## config.mk

```make
export PLATFORM = sky130hd
export DESIGN_NAME = soc_ctrl_top
export DESIGN_NICKNAME = d
export VERILOG_FILES = /design/src/hw/soc_ctrl_pkg.sv /design/src/hw/soc_ctrl_top.sv /design/src/hw/activity_stretch.sv /design/src/hw/sysctl_regs.sv /design/src/hw/wb_csr_bridge.sv /design/src/hw/reset_gen.sv
export VERILOG_INCLUDE_DIRS = /design/src /design/src/include
export SDC_FILE = /design/constraint.sdc
export NUM_CORES = 1
export LEC_CHECK = 0
export ABC_AREA = 1
export BUFFER_PORTS_ARGS = -buffer_cell sky130_fd_sc_hd__clkbuf_2
export CELL_PAD_IN_SITES_DETAIL_PLACEMENT = 2
export CELL_PAD_IN_SITES_GLOBAL_PLACEMENT = 2
export CORE_ASPECT_RATIO = 0.8
export CORE_UTILIZATION = 29
export DETAILED_ROUTE_END_ITERATION = 10
export PLACE_DENSITY_LB_ADDON = 0.1
export SLEW_MARGIN = 10
export SYNTH_ARGS = -nofsm -noshare
export SYNTH_HDL_FRONTEND = slang
export SYNTH_SLANG_ARGS = --single-unit
```

## constraint.sdc

```tcl
create_clock -name sys_clk -period 2.8 [get_ports sys_clk]
set_input_delay 0.42 -clock sys_clk [delete_from_list [all_inputs] [get_ports sys_clk]]
set_output_delay 0.42 -clock sys_clk [all_outputs]
set_load 0.05 [all_outputs]
```

## src/include/soc_ctrl_defines.svh

```systemverilog
/*
 * Widths, hold counts and the register map of the system-control block.
 * All hold counts are in sys_clk cycles.
 * SOC_FLASH_RST_HOLD has to stay below SOC_RST_HOLD, or the CPU side
 * leaves reset before the flash is readable.
 */
`ifndef SOC_CTRL_DEFINES_SVH
`define SOC_CTRL_DEFINES_SVH

// ----------------------------------------------------------------------
// Bus widths
// ----------------------------------------------------------------------
`define SOC_WB_DW          32
`define SOC_CSR_AW         14
// Bank select sits on the top bits of the CSR word address
`define SOC_CSR_BANK_W     4
`define SOC_CSR_REG_W      10

// ----------------------------------------------------------------------
// System controller register map
// ----------------------------------------------------------------------
`define SOC_BANK_SYSCTL    4'd1
`define SOC_REG_GPIO_IN    10'd0
`define SOC_REG_GPIO_OUT   10'd1
`define SOC_REG_IRQ_MASK   10'd2
`define SOC_REG_IRQ_PEND   10'd3
`define SOC_REG_SYSID      10'd4
`define SOC_REG_HARD_RST   10'd5

// 8 DIP switches plus 5 buttons
`define SOC_GPIO_IN_W      13
// 2 user LEDs, 5 button LEDs, 7 LCD lines
`define SOC_GPIO_OUT_W     14

// ASCII "X401"
`define SOC_SYSID          32'h58343031

// ----------------------------------------------------------------------
// Hold times
// ----------------------------------------------------------------------
`define SOC_RST_HOLD       16
`define SOC_FLASH_RST_HOLD 8
`define SOC_ACT_HOLD       32

`endif
```

## src/hw/soc_ctrl_pkg.sv

```systemverilog
/*
 * Types shared by the CSR bridge, the system controller and the top.
 * The gpio_out_u field order follows the board pin map, LSB first
 * user LEDs, then button LEDs, then the LCD lines.
 */
`include "soc_ctrl_defines.svh"

package soc_ctrl_pkg;

	// CSR word address, bank on top and register offset below
	typedef logic [`SOC_CSR_AW-1:0] csr_addr_t;

	// One CSR data word, same width as the Wishbone data path
	typedef logic [`SOC_WB_DW-1:0] csr_data_t;

	// Raw GPIO inputs, buttons in the low bits
	typedef logic [`SOC_GPIO_IN_W-1:0] gpio_in_t;

	// Wide enough for the longest reset hold
	typedef logic [$clog2(`SOC_RST_HOLD + 1)-1:0] rst_cnt_t;

	// GPIO output word
	// Software sees raw, the board wiring sees fld
	typedef union packed {
		logic [`SOC_GPIO_OUT_W-1:0] raw;
		struct packed {
			logic [3:0] lcd_d;
			logic       lcd_rw;
			logic       lcd_rs;
			logic       lcd_e;
			logic [4:0] btnled;
			logic [1:0] user_led;
		} fld;
	} gpio_out_u;

endpackage

```

## src/hw/soc_ctrl_top.sv

```systemverilog
/*
 * System-control top: reset generation, Wishbone to CSR bridge,
 * system controller bank and UART activity LEDs.
 * Single Wishbone master, one transaction at a time.
 * UART lines are monitored only, idle high.
 */
`timescale 1ns/1ps
`include "soc_ctrl_defines.svh"

module soc_ctrl_top (
	input  logic                    sys_clk,
	input  logic                    rst_i,
	input  logic [`SOC_WB_DW-1:0]   wb_adr_i,
	input  soc_ctrl_pkg::csr_data_t wb_dat_i,
	output soc_ctrl_pkg::csr_data_t wb_dat_o,
	input  logic                    wb_we_i,
	input  logic                    wb_cyc_i,
	input  logic                    wb_stb_i,
	output logic                    wb_ack_o,
	input  soc_ctrl_pkg::gpio_in_t  gpio_in_i,
	input  logic                    uart_rxd_i,
	input  logic                    uart_txd_i,
	output logic [3:0]              led_o,
	output logic [4:0]              btnled_o,
	output logic                    lcd_e_o,
	output logic                    lcd_rs_o,
	output logic                    lcd_rw_o,
	output logic [3:0]              lcd_d_o,
	output logic                    gpio_irq_o,
	output logic                    soc_rst_o,
	output logic                    flash_rst_n_o
);
	import soc_ctrl_pkg::*;

	logic      soc_rst;
	logic      hard_rst_req;
	csr_addr_t csr_a;
	logic      csr_we;
	csr_data_t csr_dw;
	csr_data_t csr_dr;
	gpio_out_u gpio_out;
	logic      tx_led;
	logic      rx_led;

	// ------------------------------------------------------------------
	// Reset
	// ------------------------------------------------------------------
	reset_gen reset_gen_i (
		.sys_clk        (sys_clk),
		.rst_i          (rst_i),
		.hard_rst_req_i (hard_rst_req),
		.soc_rst_o      (soc_rst),
		.flash_rst_n_o  (flash_rst_n_o)
	);

	assign soc_rst_o = soc_rst;

	// ------------------------------------------------------------------
	// Wishbone to CSR
	// ------------------------------------------------------------------
	wb_csr_bridge wb_csr_bridge_i (
		.sys_clk  (sys_clk),
		.rst_i    (soc_rst),
		.wb_adr_i (wb_adr_i),
		.wb_dat_i (wb_dat_i),
		.wb_dat_o (wb_dat_o),
		.wb_we_i  (wb_we_i),
		.wb_cyc_i (wb_cyc_i),
		.wb_stb_i (wb_stb_i),
		.wb_ack_o (wb_ack_o),
		.csr_a_o  (csr_a),
		.csr_we_o (csr_we),
		.csr_dw_o (csr_dw),
		.csr_dr_i (csr_dr)
	);

	// Only bank on the bus, so no read OR
	sysctl_regs sysctl_regs_i (
		.sys_clk        (sys_clk),
		.rst_i          (soc_rst),
		.csr_a_i        (csr_a),
		.csr_we_i       (csr_we),
		.csr_dw_i       (csr_dw),
		.csr_dr_o       (csr_dr),
		.gpio_in_i      (gpio_in_i),
		.gpio_out_o     (gpio_out),
		.gpio_irq_o     (gpio_irq_o),
		.hard_rst_req_o (hard_rst_req)
	);

	// ------------------------------------------------------------------
	// UART activity LEDs
	// ------------------------------------------------------------------
	activity_stretch tx_stretch_i (
		.sys_clk (sys_clk),
		.rst_i   (soc_rst),
		.line_i  (uart_txd_i),
		.led_o   (tx_led)
	);

	activity_stretch rx_stretch_i (
		.sys_clk (sys_clk),
		.rst_i   (soc_rst),
		.line_i  (uart_rxd_i),
		.led_o   (rx_led)
	);

	// LED0 tx, LED1 rx, upper two under software control
	assign led_o    = {gpio_out.fld.user_led, rx_led, tx_led};
	assign btnled_o = gpio_out.fld.btnled;
	assign lcd_e_o  = gpio_out.fld.lcd_e;
	assign lcd_rs_o = gpio_out.fld.lcd_rs;
	assign lcd_rw_o = gpio_out.fld.lcd_rw;
	assign lcd_d_o  = gpio_out.fld.lcd_d;

endmodule

```

## src/hw/activity_stretch.sv

```systemverilog
/*
 * Stretches low pulses on an idle-high serial line for an LED.
 * LED lights one cycle after the line goes low and stays on
 * SOC_ACT_HOLD cycles after the line is high again.
 */
`timescale 1ns/1ps
`include "soc_ctrl_defines.svh"

module activity_stretch (
	input  logic sys_clk,
	input  logic rst_i,
	input  logic line_i,
	output logic led_o
);
	localparam int CNT_W = $clog2(`SOC_ACT_HOLD + 1);

	logic [CNT_W-1:0] act_cnt;

	always_ff @(posedge sys_clk) begin
		if (rst_i) begin
			act_cnt <= '0;
			led_o   <= 1'b0;
		end else begin
			// Any low bit restarts the hold
			if (!line_i)
				act_cnt <= CNT_W'(`SOC_ACT_HOLD);
			else if (act_cnt != '0)
				act_cnt <= act_cnt - 1'b1;
			// Registered, so LED follows the count by a cycle
			led_o <= (act_cnt != '0);
		end
	end

endmodule

```

## src/hw/sysctl_regs.sv

```systemverilog
/*
 * System controller CSR bank: GPIO, GPIO interrupt, system ID, hard reset.
 * GPIO inputs may be asynchronous, they pass two flops first.
 * Pending bits set 2 to 3 cycles after an input edge, write 1 to clear.
 * Reads of other banks return zero.
 */
`timescale 1ns/1ps
`include "soc_ctrl_defines.svh"

module sysctl_regs (
	input  logic                    sys_clk,
	input  logic                    rst_i,
	input  soc_ctrl_pkg::csr_addr_t csr_a_i,
	input  logic                    csr_we_i,
	input  soc_ctrl_pkg::csr_data_t csr_dw_i,
	output soc_ctrl_pkg::csr_data_t csr_dr_o,
	input  soc_ctrl_pkg::gpio_in_t  gpio_in_i,
	output soc_ctrl_pkg::gpio_out_u gpio_out_o,
	output logic                    gpio_irq_o,
	output logic                    hard_rst_req_o
);
	import soc_ctrl_pkg::*;

	logic [`SOC_CSR_BANK_W-1:0] csr_bank;
	logic [`SOC_CSR_REG_W-1:0]  csr_reg;
	logic                       bank_sel;
	logic                       reg_wr;
	gpio_in_t                   gpio_meta;
	gpio_in_t                   gpio_sync;
	gpio_in_t                   gpio_prev;
	gpio_in_t                   gpio_chg;
	gpio_in_t                   irq_mask;
	gpio_in_t                   irq_pend;
	gpio_in_t                   pend_clr;

	// ------------------------------------------------------------------
	// Address decode
	// ------------------------------------------------------------------
	assign csr_bank = csr_a_i[`SOC_CSR_AW-1 -: `SOC_CSR_BANK_W];
	assign csr_reg  = csr_a_i[`SOC_CSR_REG_W-1:0];
	assign bank_sel = (csr_bank == `SOC_BANK_SYSCTL);
	assign reg_wr   = bank_sel & csr_we_i;

	// ------------------------------------------------------------------
	// Input synchronizer and edge detect
	// ------------------------------------------------------------------
	always_ff @(posedge sys_clk) begin
		gpio_meta <= gpio_in_i;
		gpio_sync <= gpio_meta;
		// One more stage only for change detection
		gpio_prev <= gpio_sync;
	end

	// Both edges count as a change
	assign gpio_chg = gpio_sync ^ gpio_prev;

	// Write-one-to-clear mask for the pending flags
	assign pend_clr = (reg_wr && (csr_reg == `SOC_REG_IRQ_PEND)) ?
		csr_dw_i[`SOC_GPIO_IN_W-1:0] : '0;

	// ------------------------------------------------------------------
	// Writable state
	// ------------------------------------------------------------------
	always_ff @(posedge sys_clk) begin
		if (rst_i) begin
			gpio_out_o     <= '0;
			irq_mask       <= '0;
			irq_pend       <= '0;
			hard_rst_req_o <= 1'b0;
		end else begin
			// New edge wins over a clear in the same cycle
			irq_pend <= (irq_pend & ~pend_clr) | (gpio_chg & irq_mask);
			// Data ignored, any write requests the reset
			hard_rst_req_o <= reg_wr && (csr_reg == `SOC_REG_HARD_RST);
			if (reg_wr) begin
				case (csr_reg)
					`SOC_REG_GPIO_OUT: gpio_out_o.raw <= csr_dw_i[`SOC_GPIO_OUT_W-1:0];
					`SOC_REG_IRQ_MASK: irq_mask <= csr_dw_i[`SOC_GPIO_IN_W-1:0];
					default: ;
				endcase
			end
		end
	end

	assign gpio_irq_o = |irq_pend;

	// ------------------------------------------------------------------
	// Read back, one cycle latency
	// ------------------------------------------------------------------
	always_ff @(posedge sys_clk) begin
		if (!bank_sel) begin
			csr_dr_o <= '0;
		end else begin
			case (csr_reg)
				`SOC_REG_GPIO_IN:  csr_dr_o <= csr_data_t'(gpio_sync);
				`SOC_REG_GPIO_OUT: csr_dr_o <= csr_data_t'(gpio_out_o.raw);
				`SOC_REG_IRQ_MASK: csr_dr_o <= csr_data_t'(irq_mask);
				`SOC_REG_IRQ_PEND: csr_dr_o <= csr_data_t'(irq_pend);
				`SOC_REG_SYSID:    csr_dr_o <= `SOC_SYSID;
				// Hard reset reads as zero, like unmapped offsets
				default:           csr_dr_o <= '0;
			endcase
		end
	end

endmodule

```

## src/hw/wb_csr_bridge.sv

```systemverilog
/*
 * Wishbone classic slave to single-cycle CSR bus.
 * One transaction in flight, no burst, no byte selects.
 * Write ack two cycles after the request edge, read ack three.
 * Only address bits 15..2 reach the CSR bus.
 */
`timescale 1ns/1ps
`include "soc_ctrl_defines.svh"

module wb_csr_bridge (
	input  logic                    sys_clk,
	input  logic                    rst_i,
	input  logic [`SOC_WB_DW-1:0]   wb_adr_i,
	input  soc_ctrl_pkg::csr_data_t wb_dat_i,
	output soc_ctrl_pkg::csr_data_t wb_dat_o,
	input  logic                    wb_we_i,
	input  logic                    wb_cyc_i,
	input  logic                    wb_stb_i,
	output logic                    wb_ack_o,
	output soc_ctrl_pkg::csr_addr_t csr_a_o,
	output logic                    csr_we_o,
	output soc_ctrl_pkg::csr_data_t csr_dw_o,
	input  soc_ctrl_pkg::csr_data_t csr_dr_i
);
	import soc_ctrl_pkg::*;

	localparam logic [1:0] ST_IDLE   = 2'd0;
	localparam logic [1:0] ST_STROBE = 2'd1;
	localparam logic [1:0] ST_RDWAIT = 2'd2;
	localparam logic [1:0] ST_ACK    = 2'd3;

	logic [1:0] state;
	logic       wb_start;

	// New request only accepted from idle
	assign wb_start = (state == ST_IDLE) & wb_cyc_i & wb_stb_i;

	// ------------------------------------------------------------------
	// Control FSM
	// ------------------------------------------------------------------
	always_ff @(posedge sys_clk) begin
		if (rst_i) begin
			state    <= ST_IDLE;
			csr_we_o <= 1'b0;
			wb_ack_o <= 1'b0;
		end else begin
			// Strobe and ack are single-cycle pulses
			csr_we_o <= 1'b0;
			wb_ack_o <= 1'b0;
			case (state)
				ST_IDLE: begin
					if (wb_start) begin
						csr_we_o <= wb_we_i;
						state    <= ST_STROBE;
					end
				end
				ST_STROBE: begin
					// csr_we_o still high here means a write
					if (csr_we_o) begin
						wb_ack_o <= 1'b1;
						state    <= ST_ACK;
					end else begin
						state <= ST_RDWAIT;
					end
				end
				ST_RDWAIT: begin
					// Bank data registered last edge, valid now
					wb_ack_o <= 1'b1;
					state    <= ST_ACK;
				end
				default: begin
					// Master drops stb now, back to idle
					state <= ST_IDLE;
				end
			endcase
		end
	end

	// ------------------------------------------------------------------
	// Address and data path
	// ------------------------------------------------------------------
	always_ff @(posedge sys_clk) begin
		if (wb_start) begin
			// Word address, byte lanes dropped
			csr_a_o  <= csr_addr_t'(wb_adr_i[`SOC_CSR_AW+1:2]);
			csr_dw_o <= wb_dat_i;
		end
		if (state == ST_RDWAIT)
			wb_dat_o <= csr_dr_i;
	end

	// Ack only answers a live master request
	assert property (@(posedge sys_clk) disable iff (rst_i)
		wb_ack_o |-> (wb_cyc_i && wb_stb_i))
		else $error("ack without an active Wishbone cycle");

endmodule

```

## src/hw/reset_gen.sv

```systemverilog
/*
 * System and flash reset generation.
 * rst_i is assumed synchronous to sys_clk already.
 * A hard-reset request restarts the system hold only, the flash
 * stays out of reset.
 */
`timescale 1ns/1ps
`include "soc_ctrl_defines.svh"

module reset_gen (
	input  logic sys_clk,
	input  logic rst_i,
	input  logic hard_rst_req_i,
	output logic soc_rst_o,
	output logic flash_rst_n_o
);
	import soc_ctrl_pkg::*;

	rst_cnt_t rst_cnt;
	rst_cnt_t flash_cnt;
	logic     soc_rst_q;

	// Flash has to wake up first
	if (`SOC_FLASH_RST_HOLD >= `SOC_RST_HOLD) begin : g_hold_check
		$error("flash reset hold must be shorter than the system reset hold");
	end

	// ------------------------------------------------------------------
	// System reset hold
	// ------------------------------------------------------------------
	always_ff @(posedge sys_clk) begin
		if (rst_i) begin
			rst_cnt   <= rst_cnt_t'(`SOC_RST_HOLD);
			soc_rst_q <= 1'b1;
		end else begin
			// Software hard reset reloads the hold
			if (hard_rst_req_i)
				rst_cnt <= rst_cnt_t'(`SOC_RST_HOLD);
			else if (rst_cnt != '0)
				rst_cnt <= rst_cnt - 1'b1;
			// Request counts as the first held cycle
			soc_rst_q <= (rst_cnt != '0) | hard_rst_req_i;
		end
	end

	assign soc_rst_o = soc_rst_q;

	// ------------------------------------------------------------------
	// Flash reset, released early
	// ------------------------------------------------------------------
	always_ff @(posedge sys_clk) begin
		if (rst_i)
			flash_cnt <= '0;
		else if (flash_cnt != rst_cnt_t'(`SOC_FLASH_RST_HOLD))
			flash_cnt <= flash_cnt + 1'b1;
	end

	// Saturated count means flash may run
	assign flash_rst_n_o = (flash_cnt == rst_cnt_t'(`SOC_FLASH_RST_HOLD));

	// CPU must never fetch from a flash still in reset
	assert property (@(posedge sys_clk) disable iff (rst_i)
		$fell(soc_rst_o) |-> flash_rst_n_o)
		else $error("system reset released while flash is still in reset");

endmodule

```

==> results.json <==
{
  "status": "finished, violations left",
  "violations": "DRC",
  "detailed_place_hpwl_um": 11700,
  "routed-via-count": 4695,
  "tightest_slew_ns": 0.722,
  "synth_warnings": 0,
  "die_h_um": 133,
  "wl_per_cell_um": 16.2,
  "ctsHoldBuffers": 0,
  "core-area_sq_um": 20900,
  "rsz0062_at_grt": "false",
  "drc": 10,
  "endpoint_kind": "register",
  "p_total_mw": 5.40,
  "worstHoldPathType": "in -> reg",
  "power_leakage_nw": 3.18,
  "grt_max_degree": 29,
  "cts_resized": 0,
  "synth_area_sq_um": 6220,
  "totalWireLength_um": 16700,
  "layout_setup_ws_ns": 0.686,
  "fillCellCount": 2317,
  "diodes": 0,
  "ys_types": 31,
  "cp-start-kind": "register",
  "final_cell_count_no_fill": 1031,
  "place_congestion": 0.700,
  "fmax_mhz": 473,
  "tritoncts": "built",
  "cp-startpoint": "wb_csr_bridge_i.csr_a_o[7]$_DFFE_PP_",
  "crit_required_ns": 3.15,
  "h-tree-depth": 4,
  "initial_core_util": 0.298,
  "antenna_found_initial": 0,
  "grtUsageTotal": 0.161,
  "detailed_place.area_sq_um": 6850,
  "dr.pass1.iters": 7,
  "postCtsSetupRepairBufs": 0,
  "dieArea_sq_um": 22000,
  "hold_viol_final": 0,
  "postSynthAreaPerCell_sq_um": 9.39,
  "critPathMaxStageDelay_ns": 0.38,
  "placed_cells": 999,
  "final_area_sq_um": 7450,
  "period_share": 0.755,
  "clock_latency_ns": 0.42,
  "finClkSkew_ns": 0.0144,
  "cp_data_arrival_time_ns": 2.46,
  "worstPathCellList": "nor2_1 -> nand2_2 -> nor2_8 -> buf_4 -> nand2_1 -> o21ai_0 -> nor2_1 -> nor2_1",
  "viasPerCell": 4.55,
  "power_density_nw_per_um2": 725,
  "grt_pass1_vias": 5079,
  "crit_top_cell": "nor2_1",
  "numPortBuffers": 87,
  "ys_seq_elements": 167,
  "drv_cap": 0,
  "final_cell_mix": "dfxtp_1 (124), nor2_1 (109), nand2_1 (98), clkbuf_2 (87), inv_1 (58)",
  "pre_cts_slack_ns": 0.675,
  "ios": 136,
  "clk_pin_slew_ns": 0.07,
  "utilization": 0.357,
  "final.min_clock_period_ns": 2.11,
  "clk_path_buf_depth": 2,
  "grt_pass1_wl_um": 27200,
  "area_delta_synth_final_pct": 19.8,
  "slew_viol_final": 0,
  "clock_sink_count": 167,
  "irDropWorstVdd_mv": 0.378,
  "ant_nets": 0,
  "rows": 47,
  "tns_ns": 0,
  "crit_slowest_cell": "edfxtp_1",
  "final_common_cell": "dfxtp_1",
  "finalSetupViolCount": 0,
  "yosysSeqAreaShare": 0.607,
  "hp-start": "gpio_in_i[10]",
  "whs_ns": 0.0951,
  "grt-ovfl-total": 0,
  "path_max_fanout": 22,
  "critPathKind": "reg -> reg",
  "initialDrtViolationCount": 199,
  "cts_buffers": 17,
  "layout-drive-gt1-share": 0.186,
  "rr_startpoint": "wb_csr_bridge_i.csr_a_o[7]$_DFFE_PP_",
  "final_nets": 844,
  "die_w_um": 166,
  "relSlewSlack": 0.519,
  "syn_inst": 662,
  "cts_root_buf": "clkbuf_16"
}
==> cells by family after synthesis <==
logic type	synth area share
DFF	0.607
AOI/OAI and AO/OA	0.0670
buffers and inverters	0.0779
and+or+nand+nor	0.211
adders and majority gates	0.0221
other	0.000603
xor gates and xnor gates	0.0141
==> final timing paths <==
path                                     endpoint  slack, ns  cells after the start
max          sysctl_regs_i.csr_dr_o[4]$_SDFF_PP0_       0.69                      8
min           sysctl_regs_i.gpio_meta[10]$_DFF_P_        0.1                      1
max reg2reg  sysctl_regs_i.csr_dr_o[4]$_SDFF_PP0_       0.69                      8
min reg2reg    sysctl_regs_i.gpio_sync[9]$_DFF_P_       0.32                      0
==> cells in the mapped netlist <==
library cell	count	area (sq um)
nor2_8	1	20.0
inv_1	58	218
xor2_1	5	43.8
or2_2	2	12.5
clkinv_1	1	3.75
xnor2_1	5	43.8
conb_1	1	3.75
nor2_1	109	409
buf_2	9	45.0
nor3_1	7	35.0
nor4_1	2	12.5
ha_1	11	138
o21ai_2	1	8.76
buf_6	4	45.0
buf_4	20	150
a21oi_1	36	180
nand2_2	3	18.8
o21ai_0	37	185
nand2_1	98	368
nor2_4	3	33.8
o22ai_1	2	12.5
nor2_2	1	6.26
dfxtp_1	124	2480
clkbuf_1	6	22.5
edfxtp_1	43	1290
nand4_1	17	106
o21a_1	1	7.51
nand3_4	2	35.0
a211oi_1	3	22.5
nand3_2	1	10.0
nand3_1	49	245
==> final cells by class <==
class / count / area [sq um] / share of cell area
sequential: 167 / 3770 / 0.507
multi-input combinational: 408 / 2010 / 0.270
timing repair buffer: 96 / 503 / 0.0676
clock inverter: 15 / 175 / 0.0235
inverter: 59 / 221 / 0.0297
tap: 269 / 337 / 0.0452
clock buffer: 17 / 425 / 0.0571
==> per-layer routing <==
metal / vias to the layer above / GRT usage / wire [um]
met3: 9 / 0.0350 / 532
met1: 2294 / 0.211 / 8240
met5: - / 0 / 0
met4: 0 / 0.0498 / 116
met2: 81 / 0.264 / 7840
li1: 2311 / - / -
==> report_power, final <==
group	switching, mW	total [mW]	internal (mW)
Clock	0.991	2.40	1.41
Combinational	0.251	0.359	0.108
Sequential	0.0661	2.64	2.58
==> registers in the layout, summed over array words and instances, names as in the netlist, 14 cells and up <==
signal	count
sysctl_regs_i.csr_dr_o	15
wb_csr_bridge_i.wb_dat_o	15
sysctl_regs_i.gpio_out_o	14
wb_csr_bridge_i.csr_a_o	14
wb_csr_bridge_i.csr_dw_o	14
==> worst max-delay path, delay by kind of cell, from the launching register on <==
family	cells	cell delay, ns
AO/OA/AOI/OAI	1	0.24
buffers and inverters	1	0.33
AND/OR/NAND/NOR	6	1.08
flip-flops	1	0.38
No activity file was read; power rests on OpenSTA's default activity.
